==> src/hw/pci_pkg.sv <==
package pci_pkg;

	// page bits get replaced by the window base
	typedef struct packed {
		logic [7:0]  page;
		logic [21:0] word;
		logic [1:0]  lane;
	} mem_addr_t;

	typedef struct packed {
		logic [27:0] rsvd;
		logic [1:0]  idx;  // register select
		logic [1:0]  lane;
	} reg_addr_t;

	// BAR 0 reads mem, BAR 1 reads regs
	typedef union packed {
		mem_addr_t mem;
		reg_addr_t regs;
	} pci_addr_u;

	typedef struct packed {
		pci_addr_u   addr;
		logic [31:0] data;
		logic [3:0]  be;   // active high
		logic        wrdn;
	} pci_req_t;

	typedef struct packed {
		logic [31:0] rdata;
	} reg_rsp_t;

	typedef struct packed {
		logic [31:0] base;  // only bits at and above WIN_BITS are held
		logic        enable;
	} win_cfg_t;

	localparam logic [1:0] REG_WIN_BASE  = 2'd0;
	localparam logic [1:0] REG_CTRL      = 2'd1;
	localparam logic [1:0] REG_ABORT_CNT = 2'd2;

endpackage

==> src/hw/pci_win_regs.sv <==
`timescale 1ns/1ps

module pci_win_regs import pci_pkg::*; #(
	parameter int WIN_BITS = 24
) (
	input  logic     tgt_m_aclk,
	input  logic     tgt_m_aresetn,
	input  logic     reg_wr,
	input  logic     reg_rd,
	input  pci_req_t reg_req,
	input  logic     abort_evt,
	output reg_rsp_t reg_rsp,
	output win_cfg_t win_cfg
);

	// low WIN_BITS come from the PCI address, never from the base
	localparam logic [31:0] BASE_MASK = ~((32'd1 << WIN_BITS) - 32'd1);

	logic [31:0] base_q;
	logic [31:0] base_merged;
	logic        enable_q;
	logic [15:0] abort_cnt;
	logic [1:0]  idx;

	assign idx = reg_req.addr.regs.idx;

	assign win_cfg.base   = base_q;
	assign win_cfg.enable = enable_q;

	always_comb begin
		base_merged = base_q;
		for (int i = 0; i < 4; i++) begin
			if (reg_req.be[i])
				base_merged[8*i +: 8] = reg_req.data[8*i +: 8];
		end
	end

	always_ff @(posedge tgt_m_aclk or negedge tgt_m_aresetn) begin
		if (!tgt_m_aresetn) begin
			base_q    <= '0;
			enable_q  <= 1'b1;
			abort_cnt <= '0;
		end else begin
			if (reg_wr && idx == REG_WIN_BASE)
				base_q <= base_merged & BASE_MASK;
			if (reg_wr && idx == REG_CTRL && reg_req.be[0])
				enable_q <= reg_req.data[0];
			if (abort_evt && abort_cnt != '1)  // saturates
				abort_cnt <= abort_cnt + 1'b1;
		end
	end

	always_comb begin
		reg_rsp.rdata = '0;
		if (reg_rd) begin
			case (idx)
				REG_WIN_BASE:  reg_rsp.rdata = base_q;
				REG_CTRL:      reg_rsp.rdata = {31'd0, enable_q};
				REG_ABORT_CNT: reg_rsp.rdata = {16'd0, abort_cnt};
				default:       reg_rsp.rdata = '0;
			endcase
		end
	end

endmodule

==> config.mk <==
export PLATFORM = sky130hd
export DESIGN_NAME = pci_win_regs
export DESIGN_NICKNAME = d
export VERILOG_FILES = /design/src/hw/pci_pkg.sv /design/src/hw/pci_win_regs.sv
export SDC_FILE = /design/constraint.sdc
export NUM_CORES = 1
export LEC_CHECK = 0
export BUFFER_PORTS_ARGS = -buffer_cell sky130_fd_sc_hd__buf_2
export CAP_MARGIN = 10
export CORE_UTILIZATION = 38
export CTS_CLUSTER_DIAMETER = 200
export DETAILED_ROUTE_END_ITERATION = 6
export GPL_TIMING_DRIVEN = 1
export PLACE_DENSITY_LB_ADDON = 0.08
export SETUP_SLACK_MARGIN = 0.02
export SYNTH_ARGS = -nofsm -noshare
export SYNTH_HDL_FRONTEND = slang
export SYNTH_SLANG_ARGS = --single-unit
==> constraint.sdc <==
create_clock -name tgt_m_aclk -period 2.4 [get_ports tgt_m_aclk]
set_clock_uncertainty 0.1 [all_clocks]
set_input_delay 0 -clock tgt_m_aclk [delete_from_list [all_inputs] [get_ports tgt_m_aclk]]
set_output_delay 0 -clock tgt_m_aclk [all_outputs]
set_load 0.005 [all_outputs]
## Word-level counts from Yosys, hierarchy flattened

Index checks and enable logic that the tools add are counted.

- Input port bits: 74
- Register bits: 25
- Logic and storage cells: 15

- Add/sub/neg operators: 1
- Mux-type cells: 2
- Reductions and logical operators: 6
- Eq/ne operators: 3

Operators with widths:

| operator | number |
|---|---|
| 32-bit one-hot mux with 3 select lines | 1 |
| 32-bit 2-to-1 mux | 1 |
| 16-bit by 1-bit adder with 16-bit output, second input constant | 1 |
| 16-bit != test, second input constant | 1 |
| 1-bit logical AND | 4 |
| 2-bit by 1-bit == test with 1-bit output, second input constant | 1 |
| 2-bit == test, second input constant | 1 |
| 2-bit logical NOT | 1 |
| 2-bit AND reduction | 1 |

## Depth between registers and ports, before layout

- Word-level depth: 3
- Depth in mapped cells: 5

## Least setup slack after synthesis

No wires, ideal clock.

- Path kind: register -> register
- Start: register abort_cnt[0]
- End: register abort_cnt[1]
- Arrival: 1.521 ns
- Period minus slack after synthesis: 1.748 ns
- Library setup time: 0.128 ns
- Slack: 0.652 ns
- Buffers on the path: 0
- Cell stages (with the launch flop): 6
- Path through: dfrtp_1 > ha_1 > nand2_1 > or3_4 > o21ai_4 > mux2_1

- Word-level cells in the longest chain between the ends: 2

Ends and longest elaborated chain:

| element | line | source |
|---|---|---|
| from (decl) | pci_win_regs.sv:22 | `logic [15:0] abort_cnt;` |
| from (signal assigned) | pci_win_regs.sv:49 | `abort_cnt <= abort_cnt + 1'b1;` |
| branches (longest 2 deep; another with 16-bit by 1-bit adder with 16-bit output) | -- |  |

Parallel ways; which one is timed is not known.
A chain may end at the register's enable or synchronous reset.

## Worst setup path in the final report

Same ends and word-level chain as after synthesis.

==> results.ini <==
[route]
wl_per_cell_um=12.0
via_per_inst=4.63
wl_met3_um=258
maxUsedRoutingLayer=met4
wl_met2_mm=1.59
wl_mm=3.33
drtPass1Iterations=4
drt_iter0_markers=49
route.vias.total=1288
drtAntennaViolNets=0
route.detailed.drc=0
met1_length_mm=1.44

[worst_setup_path]
rr_endpoint=abort_cnt[1]
critPathArrivalTime_ns=1.99
r2r-start=abort_cnt[0]
required_ns=2.45
crit_type=flip-flop to flip-flop
path_max_fanout=6
worstRegToRegCells=5
r2r_slack_ns=0.46
start_kind=flip-flop
end_kind=flip-flop

[logic_synthesis]
ys.flop_type=dfrtp_1
yosysTopAreaCell=dfrtp_1
synth_top_area_share=0.371
ys_types=37
synth_area_leaders=dfrtp_1, buf_4, and2_1
ys_seq_area_frac=0.387
synthMostInstantiatedCell=buf_4
ys_async_sr_fraction=1.00
synthTopCellsByCount=buf_4, and2_1, dfrtp_1, mux2_2
ys_seq_elements=25
syn-mean-instance-area_um2=9.75
synthesis.area_mm2=0.00162
synth_warnings=0
syn_inst=166
synth_edf_count=0

[run_status]
run_status=finished clean

[timing]
rsz0062_at_grt=no
setup_tns_ns=0
fin_crit_sh=0.807
fin_crit_ns=1.94
hold_ws_ns=0.115
max_slew_margin=0.510
fin_ws_ns=0.464
worstMarginPinSlew_ns=0.734
final-setup-viol-count=0
hold_viol=0
maxSlewViolCount=0
timing.fmax_mhz=517

[clocking]
cts.clk_slew.worst_paths_ns=0.09
cts_made_buffers=3
cts_sinks=25
clock_latency_ns=0.27
cts_tree=done
cts-htree-levels=1
cts-root-buf=clkbuf_8
clk_path_buf_depth=2

[power]
power.density_mw_per_mm2=600
p_leak_nw=1.02
irDropWorstVdd_mv=0.257

[die]
ios=139
die-area_mm2=0.00452
die_w_um=67.3
core_area_mm2=0.00406
die_h_um=67.3
start_util=0.399
row_count=23

[cells_and_area]
area_growth_pct=21.1
final_area_mm2=0.00196
drive_gt1_frac=0.311
antenna_cells=0
fin_cells=278
fin_nets=304

[place]
place.gp.congestion=0.764
port_buffers=50
dp.cells=262
pre_cts_ws_ns=0.499
place_area_mm2=0.00179
hpwl_mm=2.43

[min_path]
hold_path_class=primary input to flip-flop
hp-start=reg_req[39]
whs_endpoint=base_q[24]
min_path_cells=3

[global_routing]
grt_pass1_vias=1168
grt_usage=0.154
gr-total-overflow=0
grt_start_max_net_pins=26
grt_first_pass_wirelength_mm=5.22
antenna_found_initial=0

[run]
max_cap_violations=0

[worst max-delay path by stage]
stage,from,end,slack (ns),cells past startpoint
2_1_floorplan,abort_cnt[0],abort_cnt[1],0.65,5
3_3_place_gp,abort_cnt[0],abort_cnt[1],0.54,5
6_report,abort_cnt[0],abort_cnt[1],0.46,5
5_1_grt,abort_cnt[0],abort_cnt[1],0.42,5
3_5_place_dp,abort_cnt[0],abort_cnt[1],0.50,5
4_1_cts,abort_cnt[0],abort_cnt[1],0.47,5
[cells by family (layout without fill, tap and decap cells)]
| logic type | Yosys count | in the layout | synth area share |
|---|---|---|---|
| adder cells (fa/ha/maj) | 1 | 1 | 0.00773 |
| AND/OR/NAND/NOR | 68 | 68 | 0.260 |
| XOR/XNOR | 7 | 7 | 0.0379 |
| multiplexers | 11 | 11 | 0.0758 |
| other | 1 | 32 | 0.00232 |
| AO/OA/AOI/OAI | 17 | 17 | 0.0681 |
| flip-flops | 25 | 25 | 0.387 |
| buffers and inverters | 36 | 67 | 0.161 |
[flip-flops by register name (all words and copies together) (netlist names)]
signal     cells
abort_cnt     16
enable_q       1
base_q         8
[area by class of cell]
type | count | area, um^2
inverters | 1 | 3.75
flip-flops and latches | 25 | 627
multi-input cells | 136 | 847
fillers | 393 | 2100
repair buffers | 62 | 370
clock buffers | 3 | 41.3
well taps | 50 | 62.6
clock inverters | 1 | 7.51
[power breakdown]
part           switching (W)  internal (W)  leakage (nW)
sequential          0.000103      0.000515         0.312
combinational       0.000147      0.000154         0.682
clock               0.000139      0.000118        0.0217
[routing by layer]
metal | vias up | GRT usage
li1 | 634 | -
met1 | 587 | 0.179
met2 | 63 | 0.276
met3 | 4 | 0.0338
met4 | 0 | 0.0559
met5 | - | 0
[critical path: stages, from the launching register on]
cell     delay [ns]
dfrtp_1        0.43
ha_1           0.30
nand2_1        0.11
or3_4          0.37
o21ai_4        0.18
mux2_1         0.34
[through the flow]
step	power (W)	utilization
floorplan	0.000818	-
global placement	0.000886	0.441
detailed placement	0.000902	0.441
CTS	0.00118	0.483
global route	0.00125	0.483
finish	0.00118	0.483
[cell usage in the layout, fill, tap and decap left out, types with 2 or more instances in the layout]
master / netlist / routed
a21oi_1: 8 / 8
a31oi_1: 4 / 4
and2_1: 25 / 25
and3_1: 4 / 4
buf_2: 1 / 50
clkbuf_8: 0 / 3
conb_1: 1 / 32
dfrtp_1: 24 / 24
dlygate4sd3_1: 0 / 12
mux2_2: 9 / 9
nand2_1: 8 / 8
nand3_1: 7 / 7
nand4_1: 4 / 4
nand4_2: 2 / 2
nor2_1: 4 / 4
nor2b_1: 2 / 2
nor3_1: 3 / 3
nor3_2: 2 / 2
xnor2_1: 3 / 3
xor2_1: 4 / 4
[timing repair]
action,4_1_cts,5_1_grt
endpoints found under the setup margin,0,0
gates resized for setup,0,0
buffers inserted,0,0
hold endpoints to repair,35,0
hold buffers,12,0
Note: power is estimated with default switching activity, not from simulation.
