--- config.mk ---
export PLATFORM = sky130hd
export DESIGN_NAME = pci_target
export DESIGN_NICKNAME = d
export VERILOG_FILES = /design/src/hw/axil_pkg.sv /design/src/hw/pci_pkg.sv /design/src/hw/pci_target.sv
export SDC_FILE = /design/constraint.sdc
export NUM_CORES = 1
export LEC_CHECK = 0
export ABC_AREA = 1
export BUFFER_PORTS_ARGS = -buffer_cell sky130_fd_sc_hd__buf_2
export CELL_PAD_IN_SITES_DETAIL_PLACEMENT = 1
export CELL_PAD_IN_SITES_GLOBAL_PLACEMENT = 2
export CORE_MARGIN = 2
export CORE_UTILIZATION = 31
export CTS_BUF_LIST = sky130_fd_sc_hd__clkbuf_8 sky130_fd_sc_hd__clkbuf_16
export DETAILED_ROUTE_END_ITERATION = 10
export GPL_TIMING_DRIVEN = 0
export PLACE_DENSITY_LB_ADDON = 0.2
export SYNTH_ARGS = -nofsm -noshare
export SYNTH_HDL_FRONTEND = slang
export SYNTH_SLANG_ARGS = --single-unit
--- constraint.sdc ---
create_clock -name tgt_m_aclk -period 5.7 [get_ports tgt_m_aclk]
set_clock_uncertainty 0.1 [all_clocks]
set_input_delay 0.285 -clock tgt_m_aclk [delete_from_list [all_inputs] [get_ports tgt_m_aclk]]
set_output_delay 0.285 -clock tgt_m_aclk [all_outputs]
set_load 0.005 [all_outputs]
--- src/hw/axil_pkg.sv ---
package axil_pkg;

	// shared by AW and AR
	typedef struct packed {
		logic [31:0] addr;
	} axil_ax_t;

	typedef struct packed {
		logic [31:0] data;
		logic [3:0]  strb;
	} axil_w_t;

	typedef struct packed {
		logic [1:0] resp;
	} axil_b_t;

	typedef struct packed {
		logic [31:0] data;
		logic [1:0]  resp;
	} axil_r_t;

	localparam logic [1:0] RESP_OKAY   = 2'b00;
	localparam logic [1:0] RESP_SLVERR = 2'b10;

endpackage

--- src/hw/pci_pkg.sv ---
package pci_pkg;

	// page bits get replaced by the window base
	typedef struct packed {
		logic [7:0]  page;
		logic [21:0] word;
		logic [1:0]  lane;
	} mem_addr_t;

	typedef struct packed {
		logic [27:0] rsvd;
		logic [1:0]  idx;  // register select
		logic [1:0]  lane;
	} reg_addr_t;

	// BAR 0 reads mem, BAR 1 reads regs
	typedef union packed {
		mem_addr_t mem;
		reg_addr_t regs;
	} pci_addr_u;

	typedef struct packed {
		pci_addr_u   addr;
		logic [31:0] data;
		logic [3:0]  be;   // active high
		logic        wrdn;
	} pci_req_t;

	typedef struct packed {
		logic [31:0] rdata;
	} reg_rsp_t;

	typedef struct packed {
		logic [31:0] base;  // only bits at and above WIN_BITS are held
		logic        enable;
	} win_cfg_t;

	localparam logic [1:0] REG_WIN_BASE  = 2'd0;
	localparam logic [1:0] REG_CTRL      = 2'd1;
	localparam logic [1:0] REG_ABORT_CNT = 2'd2;

endpackage

--- src/hw/pci_target.sv ---
`timescale 1ns/1ps

module pci_target import pci_pkg::*, axil_pkg::*; #(
	parameter int WIN_BITS = 24
) (
	input  logic        tgt_m_aclk,
	input  logic        tgt_m_aresetn,
	// PCI user side
	input  logic [31:0] addr,
	input  logic [31:0] adio_out,
	input  logic [1:0]  base_hit,
	input  logic        s_wrdn,
	input  logic        s_data,
	input  logic        s_data_vld,
	input  logic [3:0]  s_cbe,
	output logic [31:0] adio_in,
	output logic        s_ready,
	output logic        s_term,
	output logic        s_abort,
	// register port
	input  win_cfg_t    win_cfg,
	output logic        reg_wr,
	output logic        reg_rd,
	output pci_req_t    reg_req,
	input  reg_rsp_t    reg_rsp,
	output logic        abort_evt,
	// AXI4-Lite master
	output axil_ax_t    aw,
	output logic        awvalid,
	input  logic        awready,
	output axil_w_t     w,
	output logic        wvalid,
	input  logic        wready,
	input  axil_b_t     b,
	input  logic        bvalid,
	output logic        bready,
	output axil_ax_t    ar,
	output logic        arvalid,
	input  logic        arready,
	input  axil_r_t     r,
	input  logic        rvalid,
	output logic        rready
);

	localparam logic [31:0] LO_MASK = (32'd1 << WIN_BITS) - 32'd1;

	typedef enum logic [1:0] {ST_IDLE, ST_DECODE, ST_MEM, ST_HOLD} state_t;
	typedef enum logic [2:0] {WS_IDLE, WS_REQ, WS_ACK, WS_WAIT, WS_DONE} ws_t;
	typedef enum logic [2:0] {RS_IDLE, RS_ASTB, RS_AWAIT, RS_DWAIT, RS_DONE} rs_t;

	state_t      state;
	ws_t         ws;
	rs_t         rs;
	pci_req_t    req;
	logic        req_mem;   // BAR 0 hit
	logic [31:0] axi_addr;
	logic        wr_start;
	logic        rd_start;
	logic        wr_done;
	logic        rd_done;
	logic        seq_ok;
	logic [1:0]  b_resp_q;
	axil_r_t     r_q;

	assign reg_req  = req;
	assign reg_wr   = (state == ST_DECODE) && !req_mem && req.wrdn;
	assign reg_rd   = (state == ST_DECODE) && !req_mem && !req.wrdn;
	assign wr_start = (state == ST_DECODE) && req_mem && win_cfg.enable && req.wrdn;
	assign rd_start = (state == ST_DECODE) && req_mem && win_cfg.enable && !req.wrdn;

	// window base above, PCI offset below
	assign axi_addr = (win_cfg.base & ~LO_MASK) | (req.addr.mem & LO_MASK);

	assign wr_done = (ws == WS_DONE);
	assign rd_done = (rs == RS_DONE);
	assign seq_ok  = wr_done ? (b_resp_q == RESP_OKAY) : (r_q.resp == RESP_OKAY);

	// ########################################
	// PCI side

	always_ff @(posedge tgt_m_aclk) begin
		if (state == ST_IDLE && base_hit != 2'b00) begin
			req.addr <= addr;
			req.data <= adio_out;
			req.be   <= ~s_cbe;
			req.wrdn <= s_wrdn;
			req_mem  <= base_hit[0];
		end
	end

	always_ff @(posedge tgt_m_aclk or negedge tgt_m_aresetn) begin
		if (!tgt_m_aresetn) begin
			state     <= ST_IDLE;
			s_term    <= 1'b0;
			s_ready   <= 1'b0;
			s_abort   <= 1'b0;
			abort_evt <= 1'b0;
		end else begin
			abort_evt <= 1'b0;
			case (state)
				ST_IDLE: begin
					if (base_hit != 2'b00)
						state <= ST_DECODE;
				end
				ST_DECODE: begin
					if (!req_mem) begin   // register access done in one cycle
						s_term  <= 1'b1;
						s_ready <= 1'b1;
						state   <= ST_HOLD;
					end else if (!win_cfg.enable) begin
						s_term    <= 1'b1;
						s_abort   <= 1'b1;
						abort_evt <= 1'b1;
						state     <= ST_HOLD;
					end else begin
						state <= ST_MEM;
					end
				end
				ST_MEM: begin
					if (wr_done || rd_done) begin
						s_term    <= 1'b1;
						s_ready   <= seq_ok;
						s_abort   <= !seq_ok;
						abort_evt <= !seq_ok;
						state     <= ST_HOLD;
					end
				end
				ST_HOLD: begin
					if (s_data_vld || !s_data) begin
						s_term  <= 1'b0;
						s_ready <= 1'b0;
						s_abort <= 1'b0;
						state   <= ST_IDLE;
					end
				end
				default: state <= ST_IDLE;
			endcase
		end
	end

	always_ff @(posedge tgt_m_aclk) begin
		if (reg_rd)
			adio_in <= reg_rsp.rdata;
		else if (state == ST_MEM && rd_done)
			adio_in <= r_q.data;
	end

	// ########################################
	// write sequencer

	always_ff @(posedge tgt_m_aclk or negedge tgt_m_aresetn) begin
		if (!tgt_m_aresetn) begin
			ws      <= WS_IDLE;
			awvalid <= 1'b0;
			wvalid  <= 1'b0;
			bready  <= 1'b0;
		end else begin
			case (ws)
				WS_IDLE: begin
					if (wr_start) begin
						awvalid <= 1'b1;
						wvalid  <= 1'b1;
						ws      <= WS_REQ;
					end
				end
				WS_REQ, WS_ACK: begin
					if (awready)
						awvalid <= 1'b0;
					if (wready)
						wvalid <= 1'b0;
					if ((!awvalid || awready) && (!wvalid || wready)) begin
						bready <= 1'b1;
						ws     <= WS_WAIT;
					end else begin
						ws <= WS_ACK;
					end
				end
				WS_WAIT: begin
					if (bvalid) begin
						bready <= 1'b0;
						ws     <= WS_DONE;
					end
				end
				WS_DONE: ws <= WS_IDLE;  // seen by the PCI side this cycle
				default: ws <= WS_IDLE;
			endcase
		end
	end

	always_ff @(posedge tgt_m_aclk) begin
		if (wr_start) begin
			aw.addr <= axi_addr;
			w.data  <= req.data;
			w.strb  <= req.be;
		end
		if (bvalid && bready)
			b_resp_q <= b.resp;
	end

	// ########################################
	// read sequencer

	always_ff @(posedge tgt_m_aclk or negedge tgt_m_aresetn) begin
		if (!tgt_m_aresetn) begin
			rs      <= RS_IDLE;
			arvalid <= 1'b0;
			rready  <= 1'b0;
		end else begin
			case (rs)
				RS_IDLE: begin
					if (rd_start) begin
						arvalid <= 1'b1;
						rs      <= RS_ASTB;
					end
				end
				RS_ASTB, RS_AWAIT: begin
					if (arready) begin
						arvalid <= 1'b0;
						rready  <= 1'b1;
						rs      <= RS_DWAIT;
					end else begin
						rs <= RS_AWAIT;
					end
				end
				RS_DWAIT: begin
					if (rvalid) begin
						rready <= 1'b0;
						rs     <= RS_DONE;
					end
				end
				RS_DONE: rs <= RS_IDLE;
				default: rs <= RS_IDLE;
			endcase
		end
	end

	always_ff @(posedge tgt_m_aclk) begin
		if (rd_start)
			ar.addr <= axi_addr;
		if (rvalid && rready)
			r_q <= r;
	end

endmodule

# Word level (Yosys, flattened, before mapping)
# Cells that the tools add are included.
[op_classes] reduce_logical=47 n_bitwise=2 mux=46 eq_ne=26
[op_table] op="$mux 32" n=2
[op_table] op="$or 32x24->32" n=1
[op_table] op="$ne 2x2->1 const B" n=13
[op_table] op="$mux 1" n=25
[op_table] op="$pmux 3 s3" n=2
[op_table] op="$reduce_and 3->1" n=6
[op_table] op="$eq 3x2->1 const B" n=4
[op_table] op="$logic_and 1x1->1" n=12
[op_table] op="$mux 3" n=4
[op_table] op="$pmux 1 s2" n=6
[op_table] op="$reduce_bool 2->1" n=6
[op_table] op="$pmux 1 s3" n=3
[op_table] op="$pmux 2 s4" n=1
[op_table] op="$reduce_and 4->1" n=2
[op_table] op="$eq 3x1->1 const B" n=2
[op_table] op="$eq 3x3->1 const B" n=2
[op_table] op="$logic_not 1->1" n=6
[op_table] op="$logic_not 2->1" n=3
[op_table] op="$logic_not 3->1" n=2
[op_table] op="$mux 2" n=3
[op_table] op="$reduce_and 5->1" n=1
[op_table] op="$eq 2x2->1 const B" n=2
[op_table] op="$logic_or 1x1->1" n=4
[op_table] op="$not 4->4" n=1
[op_table] op="other kinds (6)" n=8
[word_totals] in_bits=181 ff_bits=255 out_inout_bits=212

# Depth between registers and ports, before layout
[depth] ltp_word=6 mapped_depth=8 depth_no_buf=8

# Least setup slack after synthesis
# Ideal clock, no wire load.
[synth_timing] kind="reg-to-reg" startpoint="register state[0]" endpoint="register req (netlist bit reg_req[0]) (enable)" synth_period_minus_slack_ns=4.788 path_slack_ns=0.912 path_buffers=0 arrival_ns=4.167 stages_incl_launch_ff=5 path_cell_list="dfrtp_1 > inv_1 > ha_1 > inv_1 > a21oi_1"
[synth_between] elab_chain_cells=2
[synth_lines] element="start: declaration" line="pci_target.sv:51" text="state_t state;"
[synth_lines] element="start signal: assignment" line="pci_target.sv:93" text="state <= ST_IDLE;"
[synth_lines] element="start signal: assignment" line="pci_target.sv:103" text="state <= ST_DECODE;"
[synth_lines] element="start signal: assignment" line="pci_target.sv:109" text="state <= ST_HOLD;"
[synth_lines] element="$logic_not 2->1" line="pci_target.sv:82" text="if (state == ST_IDLE && base_hit != 2'b00) begin"
[synth_lines] element="$logic_and 1x1->1" line="pci_target.sv:82"
[synth_lines] element="end: declaration" line="pci_target.sv:54" text="pci_req_t req;"
# Every way passes these cells.
# A chain may end at the register's enable or synchronous reset.

# Worst setup path after layout
[layout_timing] startpoint="register state[1]" endpoint="register awvalid"
[layout_between] elab_chain_cells=6
[layout_lines] element="$eq 2x1->1" line="pci_target.sv:68" text="assign wr_start = (state == ST_DECODE) && req_mem && win_cfg.enable && req.wrdn;"
[layout_lines] element="$logic_and 1x1->1 (3 in a row)" line="pci_target.sv:68"
[layout_lines] element="via wr_start" line="pci_target.sv:57" text="logic wr_start;"
[layout_lines] element="$ne 2x2->1 (no line)"
[layout_lines] element="$reduce_and 3->1 (no line)"
[layout_lines] element="end signal: assignment" line="pci_target.sv:154" text="awvalid <= 1'b0;"
[layout_lines] element="end signal: assignment" line="pci_target.sv:161" text="awvalid <= 1'b1;"
[layout_lines] element="end signal: assignment" line="pci_target.sv:168" text="awvalid <= 1'b0;"
[layout_lines] element="end: declaration" line="pci_target.sv:29" text="output logic awvalid,"
# The timed path passes the listed nets, and every way through them passes these cells.

==> results.txt <==
The full die area came out at 29,200 um^2. The startpoint-to-endpoint class of the critical path was flop to flop. The die is 171 um wide.

The clock reaches the later pin of the worst-skew pair after 0.56 ns. The share of the clock period used by the worst path after layout was 0.409; the total number of vias was 6,049. Number of placed I/O pins: 393. TritonCTS built the clock tree. The tools report the arrival time reported for the critical path endpoint as 2.69 ns. The power per cell area is 405 nW/um^2. Buffers added to address setup during post-CTS repair amount to 0. 0 antenna diodes ended up in the layout. The final routed DRC violation total is 0. In the layout the commonest cells are sky130_fd_sc_hd__buf_2, sky130_fd_sc_hd__edfxtp_1, sky130_fd_sc_hd__dlygate4sd3_1. The run gives 672 as the net count after synthesis.

Element type at the critical path end: a flop. The floorplan step set the die height to 171 um. Along the worst path, the maximum fanout reaches 28. The number of synthesized register bits is 255, and the first-pass GRT wire length is 37,900 um. The worst hold path belongs to the class input pin to async pin. The run gives 0 as the number of antenna violations at the first check in global routing. Summing all placed instances gives a cell area of 11,200 um^2. The final core utilization came out at 0.493. The clock passes through at most 3 buffers. Routed wire length: 26,000 um. The total buffers and inverters traversed by the critical path works out to 2. The final worst-path setup slack was 3.37 ns; the fraction of final layout cells with drive strength greater than 1 was 0.407.

The clock net in this run drives a total of 255 sinks. By area the synthesized netlist is led by sky130_fd_sc_hd__edfxtp_1, sky130_fd_sc_hd__nand2_1, sky130_fd_sc_hd__dfrtp_1, sky130_fd_sc_hd__inv_1, sky130_fd_sc_hd__buf_6. The mapped netlist covers 8630 um^2. The internal portion of the total power is 4.01 mW. The violation count after the first detailed-route iteration was 245; the peak supply drop was 0.000233 V.

The run gives 0 as the number of hold violations in the final report. The run finished with clean final reports. The CTS buffer count is 28, and the filler-free cell count of the finished design is 1,445. The worst endpoint required time was 6.06 ns. The run gives 4 as the number of optimization iterations in the first detailed-route pass. Routability-driven placement finished with a final weighted congestion of 0.715. The synthesized instance count is 487, and the clock transition at the register clock pins on the worst setup and hold paths after CTS is 0.06 ns. The combinational share of power is 0.194, and the number of nets in the layout is 1,231. Summed over all nets, the half-perimeter wirelength after detailed placement is 17,800 um. The level count of the clock H-tree is 1. The proportion of netlist area held by the largest area contributor was 0.828. The finished cells cover 13,600 um^2.

STA classifies the critical path startpoint as a flop. Dividing the detail-routed wire length by the instance count gives 18.0 um. The static leakage came out at 5.78 nW. Timing would allow up to 429 MHz. Setup violations remaining at the end of the flow were counted as 0. The number of max-cap violations is 0, and the area added between synthesis and finish is 57.9%. During synthesis, Yosys emitted a total of 0 warnings. On the worst path, the slowest cell contributes a delay of 0.51 ns. The floorplan has 61 rows. Setup repair after global routing left no endpoint under its margin. Counting stages on the worst path, the most repeated cell is sky130_fd_sc_hd__nand3_1.

The starting utilization of the core area came out at 0.312. The tools report the total routing usage reported by global routing as 0.171. After detailed routing, the number of vias per cell comes to 4.19. Cell with the largest stage delay on the worst path: sky130_fd_sc_hd__nor2_4. The number of global-route vias before repair is 6,598. The cell sitting at the root of the clock tree is a sky130_fd_sc_hd__clkbuf_16. Broken down by cell family, the worst path's largest delay share belongs to simple AND/OR/NAND/NOR gates. The critical path goes through inv_1 -> ha_1 -> nand3_1 -> nor2_4 -> buf_12 -> nand3_1 -> a21oi_1.

The post-route minimum period is 2.33 ns, and the total core area is 27,600 um^2. Final max-slew violation count: 0. For the worst slew margin relative to its limit, the log shows 0.461. The synthesized design spends more area on one cell type than any other, namely sky130_fd_sc_hd__edfxtp_1. The share of synthesized area occupied by flip-flops and latches was 0.877; the maximum number of pins on one net before global-route repair was 35.

The average instance area after synthesis was 17.7 um^2; the clock network power share was 0.330. For flop-to-flop paths, the worst setup slack is 3.37 ns. The post-placement worst setup slack was 3.32 ns. The transition time at the pin with the least slew margin came out at 0.808 ns.

Counting tap cells, the placed design contains a total of 1,240 instances. The run gives 0.476 as the part of the total power dissipated in sequential elements. Number of distinct standard cells referenced by the synthesized netlist: 24. The run gives 1.50 mW as the switching power of the nets. The count of buffers added on input and output ports is 368.

In this run the remaining antenna-violating nets after routing total 0. The most common cell after layout, fill and taps aside is sky130_fd_sc_hd__buf_2. For this run the aggregate overflow at the end of global routing stands at 0. Net switching fraction of the power: 0.273.
-- registers in the layout (all words and copies together) (netlist names), 3 cells and up --
signal   count
ws           3
ar          32
rs           3
adio_in     32
w           36
aw          32
reg_req     69
r_q         34
-- cell usage after synthesis --
library cell                number
sky130_fd_sc_hd__nor3_1          1
sky130_fd_sc_hd__edfxtp_1      238
sky130_fd_sc_hd__nand3_1        11
sky130_fd_sc_hd__nor2_1         15
sky130_fd_sc_hd__nand2_1       137
sky130_fd_sc_hd__o21ai_0         3
sky130_fd_sc_hd__nor2_8          1
sky130_fd_sc_hd__or2_2           2
sky130_fd_sc_hd__buf_6           6
sky130_fd_sc_hd__nand4_1         2
sky130_fd_sc_hd__nor2_2          1
sky130_fd_sc_hd__inv_1          29
sky130_fd_sc_hd__inv_4           1
sky130_fd_sc_hd__a21oi_1         6
sky130_fd_sc_hd__dfrtp_1        17
sky130_fd_sc_hd__o21ai_2         1
sky130_fd_sc_hd__nor2_4          1
sky130_fd_sc_hd__nand3b_1        4
sky130_fd_sc_hd__o22ai_1         1
sky130_fd_sc_hd__nand3_2         1
sky130_fd_sc_hd__o21ai_1         2
sky130_fd_sc_hd__ha_1            4
sky130_fd_sc_hd__nand2_2         2
sky130_fd_sc_hd__o2111ai_1       1
-- cell type report --
type                            instances  area, um^2
Clock buffer                           28         701
Timing Repair Buffer                  529        3560
Tap cell                              378         473
Buffer                                  6        67.6
Sequential cell                       255        7570
Clock inverter                         23         226
Inverter                               30         115
Multi-Input combinational cell        196         906
Fill cell                            2912       14000
-- final timing paths --
path | start | end | depth (start not counted)
worst max-delay path | state[1] | awvalid | 7
worst max register to register | state[1] | awvalid | 7
min in group tgt_m_aclk | s_data_vld | s_ready | 5
max in group asynchronous | tgt_m_aresetn | s_term | 2
worst min register to register | reg_req[2] | w[1] | 0
worst min-delay path | tgt_m_aresetn | awvalid | 2
-- kinds of logic after synthesis --
group | synth area share
compound gates | 0.00913
fa+ha+maj | 0.00580
buf+inv | 0.0212
flops | 0.877
simple gates | 0.0864
-- worst register-to-register path, cell delays in order (launching register included) --
cell                      delay, ns
sky130_fd_sc_hd__dfrtp_1       0.41
sky130_fd_sc_hd__inv_1         0.10
sky130_fd_sc_hd__ha_1          0.26
sky130_fd_sc_hd__nand3_1       0.25
sky130_fd_sc_hd__nor2_4        0.51
sky130_fd_sc_hd__buf_12        0.29
sky130_fd_sc_hd__nand3_1       0.17
sky130_fd_sc_hd__a21oi_1       0.17
-- metal layers --
layer / vias up / wire length (um) / part of all wire / GRT usage
met5: - / 0 / 0 / 0
met4: 0 / 633 / 0.024 / 0.0490
met3: 40 / 1840 / 0.071 / 0.0416
met2: 220 / 13400 / 0.52 / 0.311
met1: 2938 / 10100 / 0.39 / 0.202
li1: 2851 / - / - / -
-- stage by stage --
step / power (mW) / setup TNS [ns] / hold slack [ns]
6_report: 5.51 / 0 / 0.121
5_1_grt: 5.80 / 0 / 0.171
4_1_cts: 5.57 / 0 / 0.111
3_5_place_dp: 3.66 / 0 / 0.162
3_3_place_gp: 3.59 / -97.60 / 0.151
2_1_floorplan: 3.11 / 0 / -0.111
-- power by group through the flow --
stage	Clock (mW)	Combinational, mW	Sequential, mW
global placement	0	0.894	2.69
detailed placement	0	0.997	2.66
finish	1.82	1.07	2.62
CTS	1.86	1.09	2.62
global route	1.94	1.20	2.66
floorplan	0	0.418	2.69
-- timing repair --
action / in CTS / in global routing
hold buffers: 154 / 0
gates resized for setup: 0 / 0
endpoints found under the hold margin: 180 / 0
No activity file was read; power rests on OpenSTA's default activity.
